==> config.mk <==
export PLATFORM = sky130hd
export DESIGN_NAME = board_pin_adapter
export DESIGN_NICKNAME = d
export VERILOG_FILES = /design/src/source/board_status_pkg.sv /design/src/source/pin_map_pkg.sv /design/src/source/board_pin_adapter.sv /design/src/source/cheri_fault_latch.sv /design/src/source/pin_loopback.sv /design/src/source/spi_line_drive.sv /design/src/source/i2c_bus_resolve.sv
export VERILOG_INCLUDE_DIRS = /design/src /design/src/source
export SDC_FILE = /design/constraint.sdc
export NUM_CORES = 1
export LEC_CHECK = 0
export ABC_CLOCK_PERIOD_IN_PS = 1000
export BUFFER_PORTS_ARGS = -buffer_cell sky130_fd_sc_hd__buf_2
export CAP_MARGIN = 30
export CELL_PAD_IN_SITES_DETAIL_PLACEMENT = 1
export CELL_PAD_IN_SITES_GLOBAL_PLACEMENT = 2
export CORE_MARGIN = 4
export CORE_UTILIZATION = 16
export CTS_BUF_LIST = sky130_fd_sc_hd__clkbuf_8 sky130_fd_sc_hd__clkbuf_16
export DETAILED_ROUTE_END_ITERATION = 10
export GPL_ROUTABILITY_DRIVEN = 1
export HOLD_SLACK_MARGIN = 0.08
export PLACE_DENSITY = 0.86
export SYNTH_ARGS = -nofsm -noshare
export SYNTH_HDL_FRONTEND = slang
export SYNTH_SLANG_ARGS = --single-unit
==> constraint.sdc <==
create_clock -name clk_i -period 1 [get_ports clk_i]
set_input_delay 0.15 -clock clk_i [delete_from_list [all_inputs] [get_ports clk_i]]
set_output_delay 0.15 -clock clk_i [all_outputs]
set_load 0.01 [all_outputs]
==> src/source/board_macros.svh <==
// ################################################
// Board pin adapter constants.
// Pin counts of the fixed board map, fault and loopback widths,
// and the level seen on an undriven line.
// ################################################
`ifndef BOARD_MACROS_SVH
`define BOARD_MACROS_SVH

// Output-only pins from the pinmux.
`define OUT_PIN_NUM 10

// Input-only pins read by the system.
`define IN_PIN_NUM 5

// Bidirectional pins with output enables.
`define INOUT_PIN_NUM 18

// CHERI fault lines, one per exception class.
`define CHERI_ERR_NUM 9

// Pin pairs retimed through the loopback register.
`define LOOPBACK_NUM 7

// Pull-ups on the board make an undriven line read high.
`define LINE_IDLE 1'b1

`endif
==> src/source/board_status_pkg.sv <==
// ################################################
// Board status types.
// CHERI fault vector and the name of each fault bit.
// ################################################
`default_nettype none

`include "board_macros.svh"

package board_status_pkg;

  // One line per CHERI exception class.
  typedef logic [`CHERI_ERR_NUM-1:0] cheri_fault_t;

  // Bit positions within cheri_fault_t.
  typedef enum int unsigned {
    CHERI_FAULT_BOUNDS                 = 0,
    CHERI_FAULT_TAG                    = 1,
    CHERI_FAULT_SEAL                   = 2,
    CHERI_FAULT_PERMIT_EXECUTE         = 3,
    CHERI_FAULT_PERMIT_LOAD            = 4,
    CHERI_FAULT_PERMIT_STORE           = 5,
    CHERI_FAULT_PERMIT_STORE_CAP       = 6,
    // Store of a local capability.
    CHERI_FAULT_PERMIT_STORE_LOCAL_CAP = 7,
    // Access to system registers.
    CHERI_FAULT_PERMIT_ACCESS_SYS_REGS = 8
  } cheri_fault_e;

endpackage

`default_nettype wire

==> src/source/pin_map_pkg.sv <==
// ################################################
// Pin map of the board.
// Pin vector types and the index of every pin the adapter uses.
// ################################################
`default_nettype none

`include "board_macros.svh"

package pin_map_pkg;

  // Pin vectors, as seen at the pinmux boundary.
  typedef logic [`OUT_PIN_NUM-1:0]   out_pins_t;
  typedef logic [`IN_PIN_NUM-1:0]    in_pins_t;
  typedef logic [`INOUT_PIN_NUM-1:0] inout_pins_t;

  // Output-only pin indices.
  typedef enum int unsigned {
    OUT_PIN_SER0_TX      = 0,
    OUT_PIN_APPSPI_CLK   = 1,
    OUT_PIN_APPSPI_D0    = 2,
    OUT_PIN_APPSPI_CS    = 3,
    OUT_PIN_MICROSD_CMD  = 4,
    OUT_PIN_MICROSD_CLK  = 5,
    OUT_PIN_MICROSD_DAT3 = 6,
    OUT_PIN_MB10         = 7,
    OUT_PIN_MB7          = 8,
    OUT_PIN_MB4          = 9
  } out_pin_e;

  // Input-only pin indices.
  typedef enum int unsigned {
    IN_PIN_SER0_RX      = 0,
    IN_PIN_APPSPI_D1    = 1,
    IN_PIN_MICROSD_DAT0 = 2,
    IN_PIN_MB8          = 3,
    IN_PIN_MB3          = 4
  } in_pin_e;

  // Bidirectional pin indices.
  // RPi header, QWIIC1, PMOD1 SPI, Arduino header, PMOD0 and PMODC.
  typedef enum int unsigned {
    INOUT_PIN_RPH_G0     = 0,
    INOUT_PIN_RPH_G1     = 1,
    INOUT_PIN_RPH_G2_SDA = 2,
    INOUT_PIN_RPH_G3_SCL = 3,
    INOUT_PIN_SCL1       = 4,
    INOUT_PIN_SDA1       = 5,
    INOUT_PIN_PMOD1_1    = 6,
    INOUT_PIN_PMOD1_2    = 7,
    INOUT_PIN_PMOD1_3    = 8,
    INOUT_PIN_PMOD1_4    = 9,
    INOUT_PIN_AH_TMPIO0  = 10,
    INOUT_PIN_AH_TMPIO1  = 11,
    INOUT_PIN_AH_TMPIO8  = 12,
    INOUT_PIN_AH_TMPIO9  = 13,
    INOUT_PIN_PMOD0_1    = 14,
    INOUT_PIN_PMOD0_8    = 15,
    INOUT_PIN_PMOD0_10   = 16,
    INOUT_PIN_PMODC_1    = 17
  } inout_pin_e;

  // One bit per loopback pair.
  typedef logic [`LOOPBACK_NUM-1:0] loopback_t;

endpackage

`default_nettype wire

==> src/source/board_pin_adapter.sv <==
// ################################################
// Board pin adapter top level.
// Turns the pinmux outputs into bus and device lines and
// builds the input pin vectors the system reads back.
// ################################################
`timescale 1ns/1ps
`default_nettype none

`include "board_macros.svh"

module board_pin_adapter (
  input  wire                                 clk_i,
  input  wire                                 rst_ni,
  // System pinmux.
  input  wire pin_map_pkg::out_pins_t         out_to_pins_i,
  input  wire pin_map_pkg::inout_pins_t       inout_to_pins_i,
  input  wire pin_map_pkg::inout_pins_t       inout_to_pins_en_i,
  output pin_map_pkg::in_pins_t               in_from_pins_o,
  output pin_map_pkg::inout_pins_t            inout_from_pins_o,
  // I2C buses: RPi ID, RPi secondary, QWIIC1.
  input  wire  [2:0]                          scl_dev_i,
  input  wire  [2:0]                          sda_dev_i,
  output logic [2:0]                          scl_bus_o,
  output logic [2:0]                          sda_bus_o,
  // SPI devices.
  output logic                                flash_sck_o,
  output logic                                flash_cs_o,
  output logic                                flash_copi_o,
  input  wire                                 flash_cipo_i,
  output logic                                sd_sck_o,
  output logic                                sd_cs_o,
  output logic                                sd_copi_o,
  input  wire                                 sd_cipo_i,
  output logic                                pmod_sck_o,
  output logic                                pmod_cs_o,
  output logic                                pmod_copi_o,
  input  wire                                 pmod_cipo_i,
  // LCD, driven by the system outside the pinmux.
  input  wire                                 lcd_copi_i,
  input  wire                                 lcd_copi_en_i,
  input  wire                                 lcd_dev_cipo_i,
  output logic                                lcd_line_o,
  // System UART.
  output logic                                uart_tx_o,
  input  wire                                 uart_rx_i,
  // CHERI faults.
  input  wire board_status_pkg::cheri_fault_t cheri_fault_i,
  output board_status_pkg::cheri_fault_t      cheri_fault_new_o,
  output board_status_pkg::cheri_fault_t      cheri_fault_seen_o
);

  // I2C controller lines; MSB is QWIIC1, LSB the RPi ID bus.
  logic [2:0] scl_o;
  logic [2:0] scl_oe;
  logic [2:0] sda_o;
  logic [2:0] sda_oe;
  logic [2:0] scl_in;
  logic [2:0] sda_in;
  // PMOD1 lines: sck, copi, cs from MSB down.
  logic [2:0] pmod_pins;
  logic [2:0] pmod_en;
  logic       flash_cipo;
  logic       sd_cipo;
  logic       pmod_cipo;
  pin_map_pkg::loopback_t loop_src;
  pin_map_pkg::loopback_t loop_dst;

  assign scl_o  = {inout_to_pins_i[pin_map_pkg::INOUT_PIN_SCL1],
                   inout_to_pins_i[pin_map_pkg::INOUT_PIN_RPH_G3_SCL],
                   inout_to_pins_i[pin_map_pkg::INOUT_PIN_RPH_G1]};
  assign scl_oe = {inout_to_pins_en_i[pin_map_pkg::INOUT_PIN_SCL1],
                   inout_to_pins_en_i[pin_map_pkg::INOUT_PIN_RPH_G3_SCL],
                   inout_to_pins_en_i[pin_map_pkg::INOUT_PIN_RPH_G1]};
  assign sda_o  = {inout_to_pins_i[pin_map_pkg::INOUT_PIN_SDA1],
                   inout_to_pins_i[pin_map_pkg::INOUT_PIN_RPH_G2_SDA],
                   inout_to_pins_i[pin_map_pkg::INOUT_PIN_RPH_G0]};
  assign sda_oe = {inout_to_pins_en_i[pin_map_pkg::INOUT_PIN_SDA1],
                   inout_to_pins_en_i[pin_map_pkg::INOUT_PIN_RPH_G2_SDA],
                   inout_to_pins_en_i[pin_map_pkg::INOUT_PIN_RPH_G0]};

  i2c_bus_resolve u_i2c_bus_resolve (
    .scl_o_i   (scl_o),
    .scl_oe_i  (scl_oe),
    .sda_o_i   (sda_o),
    .sda_oe_i  (sda_oe),
    .scl_dev_i (scl_dev_i),
    .sda_dev_i (sda_dev_i),
    .scl_bus_o (scl_bus_o),
    .sda_bus_o (sda_bus_o),
    .scl_in_o  (scl_in),
    .sda_in_o  (sda_in)
  );

  assign pmod_pins = {inout_to_pins_i[pin_map_pkg::INOUT_PIN_PMOD1_4],
                      inout_to_pins_i[pin_map_pkg::INOUT_PIN_PMOD1_2],
                      inout_to_pins_i[pin_map_pkg::INOUT_PIN_PMOD1_1]};
  assign pmod_en   = {inout_to_pins_en_i[pin_map_pkg::INOUT_PIN_PMOD1_4],
                      inout_to_pins_en_i[pin_map_pkg::INOUT_PIN_PMOD1_2],
                      inout_to_pins_en_i[pin_map_pkg::INOUT_PIN_PMOD1_1]};

  spi_line_drive u_spi_line_drive (
    .out_pins_i     (out_to_pins_i),
    .pmod_pins_i    (pmod_pins),
    .pmod_en_i      (pmod_en),
    .flash_cipo_i   (flash_cipo_i),
    .sd_cipo_i      (sd_cipo_i),
    .pmod_cipo_i    (pmod_cipo_i),
    .lcd_copi_i     (lcd_copi_i),
    .lcd_copi_en_i  (lcd_copi_en_i),
    .lcd_dev_cipo_i (lcd_dev_cipo_i),
    .flash_sck_o    (flash_sck_o),
    .flash_cs_o     (flash_cs_o),
    .flash_copi_o   (flash_copi_o),
    .sd_sck_o       (sd_sck_o),
    .sd_cs_o        (sd_cs_o),
    .sd_copi_o      (sd_copi_o),
    .pmod_sck_o     (pmod_sck_o),
    .pmod_cs_o      (pmod_cs_o),
    .pmod_copi_o    (pmod_copi_o),
    .lcd_line_o     (lcd_line_o),
    .flash_cipo_o   (flash_cipo),
    .sd_cipo_o      (sd_cipo),
    .pmod_cipo_o    (pmod_cipo)
  );

  // Loopback sources, in pair order from the MSB.
  // Arduino 8 and 1, mikroBUS PWM, UART and SPI, PMOD0 8, PMODC 1.
  assign loop_src = {inout_to_pins_i[pin_map_pkg::INOUT_PIN_AH_TMPIO8],
                     inout_to_pins_i[pin_map_pkg::INOUT_PIN_AH_TMPIO1],
                     out_to_pins_i[pin_map_pkg::OUT_PIN_MB10],
                     out_to_pins_i[pin_map_pkg::OUT_PIN_MB7],
                     out_to_pins_i[pin_map_pkg::OUT_PIN_MB4],
                     inout_to_pins_i[pin_map_pkg::INOUT_PIN_PMOD0_8],
                     inout_to_pins_i[pin_map_pkg::INOUT_PIN_PMODC_1]};

  pin_loopback u_pin_loopback (
    .clk_i  (clk_i),
    .rst_ni (rst_ni),
    .src_i  (loop_src),
    .dst_o  (loop_dst)
  );

  cheri_fault_latch u_cheri_fault_latch (
    .clk_i        (clk_i),
    .rst_ni       (rst_ni),
    .fault_i      (cheri_fault_i),
    .fault_new_o  (cheri_fault_new_o),
    .fault_seen_o (cheri_fault_seen_o)
  );

  assign uart_tx_o = out_to_pins_i[pin_map_pkg::OUT_PIN_SER0_TX];

  // Every input-only pin has a source.
  always_comb begin
    in_from_pins_o = '0;
    in_from_pins_o[pin_map_pkg::IN_PIN_SER0_RX]      = uart_rx_i;
    in_from_pins_o[pin_map_pkg::IN_PIN_APPSPI_D1]    = flash_cipo;
    in_from_pins_o[pin_map_pkg::IN_PIN_MICROSD_DAT0] = sd_cipo;
    in_from_pins_o[pin_map_pkg::IN_PIN_MB8]          = loop_dst[3];
    in_from_pins_o[pin_map_pkg::IN_PIN_MB3]          = loop_dst[2];
  end

  // Pins without a model read the pull-up level.
  always_comb begin
    inout_from_pins_o = {`INOUT_PIN_NUM{`LINE_IDLE}};
    inout_from_pins_o[pin_map_pkg::INOUT_PIN_RPH_G1]     = scl_in[0];
    inout_from_pins_o[pin_map_pkg::INOUT_PIN_RPH_G0]     = sda_in[0];
    inout_from_pins_o[pin_map_pkg::INOUT_PIN_RPH_G3_SCL] = scl_in[1];
    inout_from_pins_o[pin_map_pkg::INOUT_PIN_RPH_G2_SDA] = sda_in[1];
    inout_from_pins_o[pin_map_pkg::INOUT_PIN_SCL1]       = scl_in[2];
    inout_from_pins_o[pin_map_pkg::INOUT_PIN_SDA1]       = sda_in[2];
    inout_from_pins_o[pin_map_pkg::INOUT_PIN_PMOD1_3]    = pmod_cipo;
    inout_from_pins_o[pin_map_pkg::INOUT_PIN_AH_TMPIO9]  = loop_dst[6];
    inout_from_pins_o[pin_map_pkg::INOUT_PIN_AH_TMPIO0]  = loop_dst[5];
    inout_from_pins_o[pin_map_pkg::INOUT_PIN_PMOD0_1]    = loop_dst[4];
    inout_from_pins_o[pin_map_pkg::INOUT_PIN_PMOD0_10]   = loop_dst[1];
    // PMODC 1 reads itself back, for pin-change interrupts.
    inout_from_pins_o[pin_map_pkg::INOUT_PIN_PMODC_1]    = loop_dst[0];
  end

endmodule

`default_nettype wire

==> src/source/cheri_fault_latch.sv <==
// ################################################
// CHERI fault capture.
// Keeps a sticky record of faults seen and pulses
// each fault once, on its first occurrence.
// ################################################
`timescale 1ns/1ps
`default_nettype none

module cheri_fault_latch (
  input  wire                             clk_i,
  input  wire                             rst_ni,
  // Raw fault lines; these are modulated to drive LEDs.
  input  wire board_status_pkg::cheri_fault_t fault_i,
  // One-cycle mask of faults seen for the first time.
  output board_status_pkg::cheri_fault_t      fault_new_o,
  // Every fault seen since reset.
  output board_status_pkg::cheri_fault_t      fault_seen_o
);

  board_status_pkg::cheri_fault_t fault_new_d;
  board_status_pkg::cheri_fault_t fault_new_q;
  board_status_pkg::cheri_fault_t fault_seen_q;

  // Faults raised now that are not in the record yet.
  assign fault_new_d = fault_i & ~fault_seen_q;

  // The pulse and the record update on the same edge.
  // Once a bit is recorded it masks itself, so a line held high or
  // toggling never pulses again.
  always_ff @(posedge clk_i or negedge rst_ni) begin
    if (!rst_ni) begin
      fault_new_q  <= '0;
      fault_seen_q <= '0;
    end else begin
      fault_new_q  <= fault_new_d;
      fault_seen_q <= fault_seen_q | fault_new_d;
    end
  end

  assign fault_new_o  = fault_new_q;
  assign fault_seen_o = fault_seen_q;

endmodule

`default_nettype wire

==> src/source/pin_loopback.sv <==
// ################################################
// Loopback retiming register.
// Breaks the loop between the output and input pin
// vectors with one clocked stage.
// ################################################
`timescale 1ns/1ps
`default_nettype none

module pin_loopback (
  input  wire                    clk_i,
  input  wire                    rst_ni,
  // Source pins, gathered by the top level.
  input  wire pin_map_pkg::loopback_t src_i,
  // Destination pins, one cycle later.
  output pin_map_pkg::loopback_t     dst_o
);

  pin_map_pkg::loopback_t loop_q;

  // Single stage.
  // Loop analysis works on whole nets, so even disjoint bits of the
  // pin vectors would look circular without this register.
  always_ff @(posedge clk_i or negedge rst_ni) begin
    if (!rst_ni) begin
      loop_q <= '0;
    end else begin
      loop_q <= src_i;
    end
  end

  assign dst_o = loop_q;

endmodule

`default_nettype wire

==> src/source/spi_line_drive.sv <==
// ################################################
// SPI routing for flash, microSD, PMOD SF3 and LCD.
// PMOD lines default high when not driven; the LCD
// data line turns around between copi and cipo.
// ################################################
`timescale 1ns/1ps
`default_nettype none

`include "board_macros.svh"

module spi_line_drive (
  input  wire pin_map_pkg::out_pins_t out_pins_i,
  // PMOD1 lines: bit 0 cs, bit 1 copi, bit 2 sck.
  input  wire  [2:0] pmod_pins_i,
  input  wire  [2:0] pmod_en_i,
  // Data returned by the devices.
  input  wire        flash_cipo_i,
  input  wire        sd_cipo_i,
  input  wire        pmod_cipo_i,
  // LCD half-duplex data.
  input  wire        lcd_copi_i,
  input  wire        lcd_copi_en_i,
  input  wire        lcd_dev_cipo_i,
  // Device side.
  output logic       flash_sck_o,
  output logic       flash_cs_o,
  output logic       flash_copi_o,
  output logic       sd_sck_o,
  output logic       sd_cs_o,
  output logic       sd_copi_o,
  output logic       pmod_sck_o,
  output logic       pmod_cs_o,
  output logic       pmod_copi_o,
  output logic       lcd_line_o,
  // System side.
  output logic       flash_cipo_o,
  output logic       sd_cipo_o,
  output logic       pmod_cipo_o
);

  // Flash on the application SPI pins.
  assign flash_sck_o  = out_pins_i[pin_map_pkg::OUT_PIN_APPSPI_CLK];
  assign flash_cs_o   = out_pins_i[pin_map_pkg::OUT_PIN_APPSPI_CS];
  assign flash_copi_o = out_pins_i[pin_map_pkg::OUT_PIN_APPSPI_D0];
  assign flash_cipo_o = flash_cipo_i;

  // microSD in SPI mode: cmd is copi, dat3 is cs.
  assign sd_sck_o  = out_pins_i[pin_map_pkg::OUT_PIN_MICROSD_CLK];
  assign sd_cs_o   = out_pins_i[pin_map_pkg::OUT_PIN_MICROSD_DAT3];
  assign sd_copi_o = out_pins_i[pin_map_pkg::OUT_PIN_MICROSD_CMD];
  assign sd_cipo_o = sd_cipo_i;

  // PMOD SF3; cs stays deasserted while the pin is released.
  assign pmod_cs_o   = pmod_en_i[0] ? pmod_pins_i[0] : `LINE_IDLE;
  assign pmod_copi_o = pmod_en_i[1] ? pmod_pins_i[1] : `LINE_IDLE;
  assign pmod_sck_o  = pmod_en_i[2] ? pmod_pins_i[2] : `LINE_IDLE;
  assign pmod_cipo_o = pmod_cipo_i;

  // One shared wire, owned by whichever end is talking.
  assign lcd_line_o = lcd_copi_en_i ? lcd_copi_i : lcd_dev_cipo_i;

endmodule

`default_nettype wire

==> src/source/i2c_bus_resolve.sv <==
// ################################################
// Open-drain resolution of the three I2C buses.
// Bit 0 is the RPi ID bus, bit 1 the RPi secondary
// bus and bit 2 the QWIIC1 bus.
// ################################################
`timescale 1ns/1ps
`default_nettype none

`include "board_macros.svh"

module i2c_bus_resolve (
  // Controller drive and enable, one bit per bus.
  input  wire  [2:0] scl_o_i,
  input  wire  [2:0] scl_oe_i,
  input  wire  [2:0] sda_o_i,
  input  wire  [2:0] sda_oe_i,
  // Pull-down from each device model.
  input  wire  [2:0] scl_dev_i,
  input  wire  [2:0] sda_dev_i,
  // Lines as the device models see them.
  output logic [2:0] scl_bus_o,
  output logic [2:0] sda_bus_o,
  // Lines fed back to the controller.
  output logic [2:0] scl_in_o,
  output logic [2:0] sda_in_o
);

  always_comb begin
    for (int b = 0; b < 3; b++) begin
      // A released line floats up to the pull-up level.
      scl_bus_o[b] = scl_oe_i[b] ? scl_o_i[b] : `LINE_IDLE;
      sda_bus_o[b] = sda_oe_i[b] ? sda_o_i[b] : `LINE_IDLE;
    end
  end

  // Wired-AND of both ends of the bus.
  // The controller sees its own bits merged with the device's, so a
  // matching transmission is not taken for contention.
  assign scl_in_o = scl_bus_o & scl_dev_i;
  assign sda_in_o = sda_bus_o & sda_dev_i;

endmodule

`default_nettype wire

==> After elaboration in Yosys (flattened, before gate mapping) <==
Cells that the tools add are included.
{ "word_totals": {"elab_cells": 18, "regBits": 25, "memories": 0, "latchBits": 0, "in_bits": 70, "output_inout_bits": 58, "ramBits": 0, "romBits": 0} }
{ "op_classes": {"multipliers": 0, "div_mod_pow": 0, "n_bitwise": 5, "addsub": 0, "mux": 10, "n_reduce_logical": 0, "n_shift": 0, "eq_ne": 0, "magnitude_cmp": 0} }
{ "op_table": {"columns": ["operator", "count"], "rows": [
  ["two-way mux 1 bit", 10],
  ["AND 9 bit", 1],
  ["inverter 9 bit", 1],
  ["bitwise OR 9 bit", 1],
  ["AND 3 bit", 2]
]} }

==> Logic depth before layout (Yosys ltp) <==
{ "depth": {"ltp_word": 3, "depth_mapped": 2, "ltp_nobuf": 2} }

==> Modules after synthesis <==
Synthesis repeated with hierarchy kept, for this count alone.
{ "unflattened": {"hier_cells": 80, "area_unflattened_um2": 1061.0} }
{ "modules_own_cells": {"columns": ["module", "cells_each", "n_inst", "area_each_um2", "seq_area_each_um2"], "rows": [
  ["cheri_fault_latch", 36, 1, 563.0, 450.4],
  ["pin_loopback", 7, 1, 175.2, 175.2],
  ["i2c_bus_resolve", 12, 1, 135.1, 0.0],
  ["spi_line_drive", 13, 1, 101.3, 0.0],
  ["board_pin_adapter", 12, 1, 86.3, 0.0]
]} }

==> Worst setup path before layout <==
No wires, ideal clock.
{ "synth_path": {"kind": "register to register", "start": "register u_cheri_fault_latch.fault_seen_q[0] (netlist: u_cheri_fault_latch.fault_seen_o[0])", "end": "register u_cheri_fault_latch.fault_seen_q[0] (netlist: u_cheri_fault_latch.fault_seen_o[0])", "path_buffers": 0, "required_time_ps": 873, "synth_period_minus_slack_ps": 794, "arrival_time_ps": 667, "setup_ps": 127, "path_stages_with_launch": 2, "setup_slack_ps": 206, "path_cell_list": "dfrtp_1 > or2_2"} }
{ "synth_via": {"elab_chain_cells": 3} }
{ "synth_rtl": {"columns": ["item", "line", "text"], "rows": [
  ["from (decl)", "cheri_fault_latch.sv:22", "board_status_pkg::cheri_fault_t fault_seen_q;"],
  ["from (signal assigned)", "cheri_fault_latch.sv:36", "fault_seen_q <= fault_seen_q | fault_new_d;"],
  ["inverter 9 bit", "cheri_fault_latch.sv:25", "assign fault_new_d = fault_i & ~fault_seen_q;"],
  ["AND 9 bit", "cheri_fault_latch.sv:25", null],
  ["bitwise OR 9 bit *", "cheri_fault_latch.sv:36", null]
]} }
Every way passes the cells marked *; elsewhere a longest branch is shown, timed or not.

==> Worst setup path in the final report <==
{ "layout_path": {"start": "register u_cheri_fault_latch.fault_seen_q[5] (netlist: u_cheri_fault_latch.fault_seen_o[5])", "end": "output port cheri_fault_seen_o[5]"} }
{ "layout_lines": {"columns": ["item", "line", "text"], "rows": [
  ["to (decl)", "board_pin_adapter.sv:49", "output board_status_pkg::cheri_fault_t cheri_fault_seen_o"]
]} }
No word-level cell between the ends.

==> key figures <==
Status
  • Status: finished, final reports clean

Timing
  • Slew Viols, Final: 0
  • Final min period: 0.962 ns
  • Final setup fails: 0
  • Fin crit share: 96.2%
  • Final worst slack: around 0.038 ns
  • RSZ-0062 raised after global routing: false
  • Final hold vios: 0
  • Setup_tns: 0 ns
  • Max Clock Skew: 0.00128 ns
  • F_max: ~1000 MHz

Setup path
  • CP Cell Sequence: buf_2
  • Crit path launch: u_cheri_fault_latch.fault_seen_o[5]$_DFF_PN0_
  • Startpoint types: flop
  • Worst EP arrival: 0.81 ns
  • Largest stage delay, worst path: 0.40 ns
  • Critical path class: reg2out
  • Reg2reg start: u_cheri_fault_latch.fault_seen_o[2]$_DFF_PN0_
  • Slowest-stage cell, CP: dfrtp_1
  • Reg2reg setup slack: ~0.1 ns
  • WP buf/inv: 1
  • Crit path max fanout: 3
  • Family with the most delay on the worst path: flip-flops
  • Critical Path Sink Type: output port
  • CP Data Required Time: between 0.8 and 0.9 ns

Synth
  • Post-synth EDFFs: 0
  • Sequential fraction of the synthesis area: roughly three fifths
  • Post-synthesis cell type count: 9
  • Async SR Flop Fraction: 100%
  • Synth Warn #: 0
  • Top FF cell, synth: dfrtp_1
  • Syn Inst Count: 77
  • Synthesized cell area: 1020 um^2
  • Share of the synthesized area in the top cell type: 61.1%
  • Synth area leaders: dfrtp_1 61%, buf_4 12%, nand2b_4 8.1%, nor2b_1 5.5%, or2_2 5.5%
  • Synth area leader: dfrtp_1
  • Synth Area per Inst: about 13 um^2
  • Synth cell count leaders: 25 x dfrtp_1, 17 x buf_4, 9 x nor2b_1, 9 x or2_2
  • Most common cell in the netlist: dfrtp_1
  • Seq cells post-synth: 25

Global routing
  • Total grt overflow: 0
  • Initial antenna violation count: 0
  • First-pass GRT wire length: 3980 um
  • GRT Overall Usage: 6.75%
  • Vias in the first global route: 875
  • Pin count of the biggest net entering global routing: 26

Pwr
  • Clock power frac: a little under a third
  • Internal power: between 0.001 and 0.0015 W
  • P_sw: 0.000458 W
  • Sequential power share: a little over half
  • PD cells: between 1000 and 1500 nW/um^2
  • Logic pwr share: 15.8%
  • Sw frac: between 20% and 30%
  • Leakage power total: 0.848 nW
  • Worst vdd ir: between 0.0004 and 0.0005 V

Route
  • Vias: around 860
  • WL/cell: 11.3 um
  • Final wirelength: about 2800 um
  • Routed vias/inst: between 3 and 4
  • DRC Markers: 0
  • DR pass1 iterations: 2
  • Final ANT Viol Nets: 0
  • DRT iter0 DRCs: 10

Min path
  • Hold path start: cheri_fault_i[7]
  • Worst hold path class: in2reg

Clock network
  • Clk slew on worst S/H paths: roughly 0.09 ns
  • Clock buffer depth: 2
  • Htree depth: 1
  • Clock root buffer: clkbuf_8
  • CTS resizes: 0
  • Clock Sink Count: 25
  • CTS tree: done
  • Num CTS Buffers: 3
  • Skew-Pair Late Insertion Delay: approximately 0.27 ns

Run
  • Max cap viols: 0

Final layout
  • Layout Nets: 245
  • Layout area overhead: 64.7%
  • ANT cells: 0
  • Proportion of layout cells with a drive suffix above 1: a little over three fifths
  • Post-layout util: between 20% and 30%

Floorplan
  • Starting Density: ~17%
  • Core outline area: approximately 6100 um^2
  • I/O pin count: roughly 130
  • Die area: around 7700 um^2
  • Std cell rows: 28
  • Chip Height: ~88 um
  • Die width: between 80 and 90 um

Place
  • Port bufs: 85
  • Detailed Place HPWL: about 2300 um
  • RD Place Congestion: just under 0.7
  • Place WS: between 0.15 and 0.2 ns
==> worst paths after layout <==
path,endpoint,cells after the start
max reg2reg,u_cheri_fault_latch.fault_seen_o[2]$_DFF_PN0_,2
min reg2reg,u_cheri_fault_latch.fault_new_o[0]$_DFF_PN0_,1
max,cheri_fault_seen_o[5],1
min in group asynchronous,u_cheri_fault_latch.fault_new_o[6]$_DFF_PN0_,3
max in group asynchronous,u_cheri_fault_latch.fault_seen_o[5]$_DFF_PN0_,3
min,u_cheri_fault_latch.fault_seen_o[7]$_DFF_PN0_,2
==> through the flow <==
step | total power [W] | std cells | instance area [um^2] | hold WS (ns)
after global routing | 0.00206 | 249 | 1690 | 0.0846
after detailed placement | 0.00131 | 226 | 1450 | 0.111
after floorplan | 0.00120 | 82 | 1040 | -0.146
after global placement | 0.00130 | 226 | 1450 | 0.102
final | 0.00195 | 249 | 1690 | 0.0902
after CTS | 0.00200 | 246 | 1660 | 0.0844
==> cell usage in the layout, fill, tap and decap left out <==
cell type and n:
clkinvlp_4 1, nand2b_4 6, conb_1 6, nor2b_1 9, or2_2 9, and2_1 6, nand2b_1 3, dfrtp_1 25
buf_2 85, dlygate4sd3_1 16, clkbuf_8 3, mux2_4 1, buf_4 3, buf_12 1
==> per-layer routing <==
metal	share of wire, %	wire length (um)	track usage [%]
met5	0	0	0
met4	1.2	34	2.37
met3	8.7	246	1.88
met2	59	1670	13.4
met1	31	880	6.54
==> repair_timing <==
action	in CTS	in global routing
endpoints found under the setup margin	0	3
setup buffers	0	3
hold buffers	16	0
hold endpoints to repair	40	0
==> sequential cells by signal (all words and copies together), names as in the netlist <==
signal / flops
u_cheri_fault_latch.fault_new_o: 9
u_cheri_fault_latch.fault_seen_o: 9
u_pin_loopback.dst_o: 7
==> cells by family (layout without fill, tap and decap cells) <==
family / count (synthesis) / in the layout / share of synthesized area [%]
DFF: 25 / 25 / 61.1
muxes: 1 / 1 / 1.47
and+or+nand+nor: 33 / 33 / 24.6
buffers and inverters: 17 / 109 / 12.5
other: 1 / 6 / 0.366
==> power groups by stage <==
stage               sequential [W]  clock (W)  combinational [W]
finish                     0.00103   0.000611           0.000308
global route               0.00103   0.000694           0.000339
CTS                        0.00103   0.000660           0.000314
detailed placement         0.00105          0           0.000265
global placement           0.00105          0           0.000256
floorplan                  0.00106          0           0.000145
==> final cells by class <==
class	instances	area, um^2
Multi-Input combinational cell	40	289
Fill cell	698	4380
Sequential cell	25	626
Clock buffer	3	41.3
Clock inverter	1	7.51
Timing Repair Buffer	105	628
Tap cell	75	93.8
No activity file was read; power rests on OpenSTA's default activity.
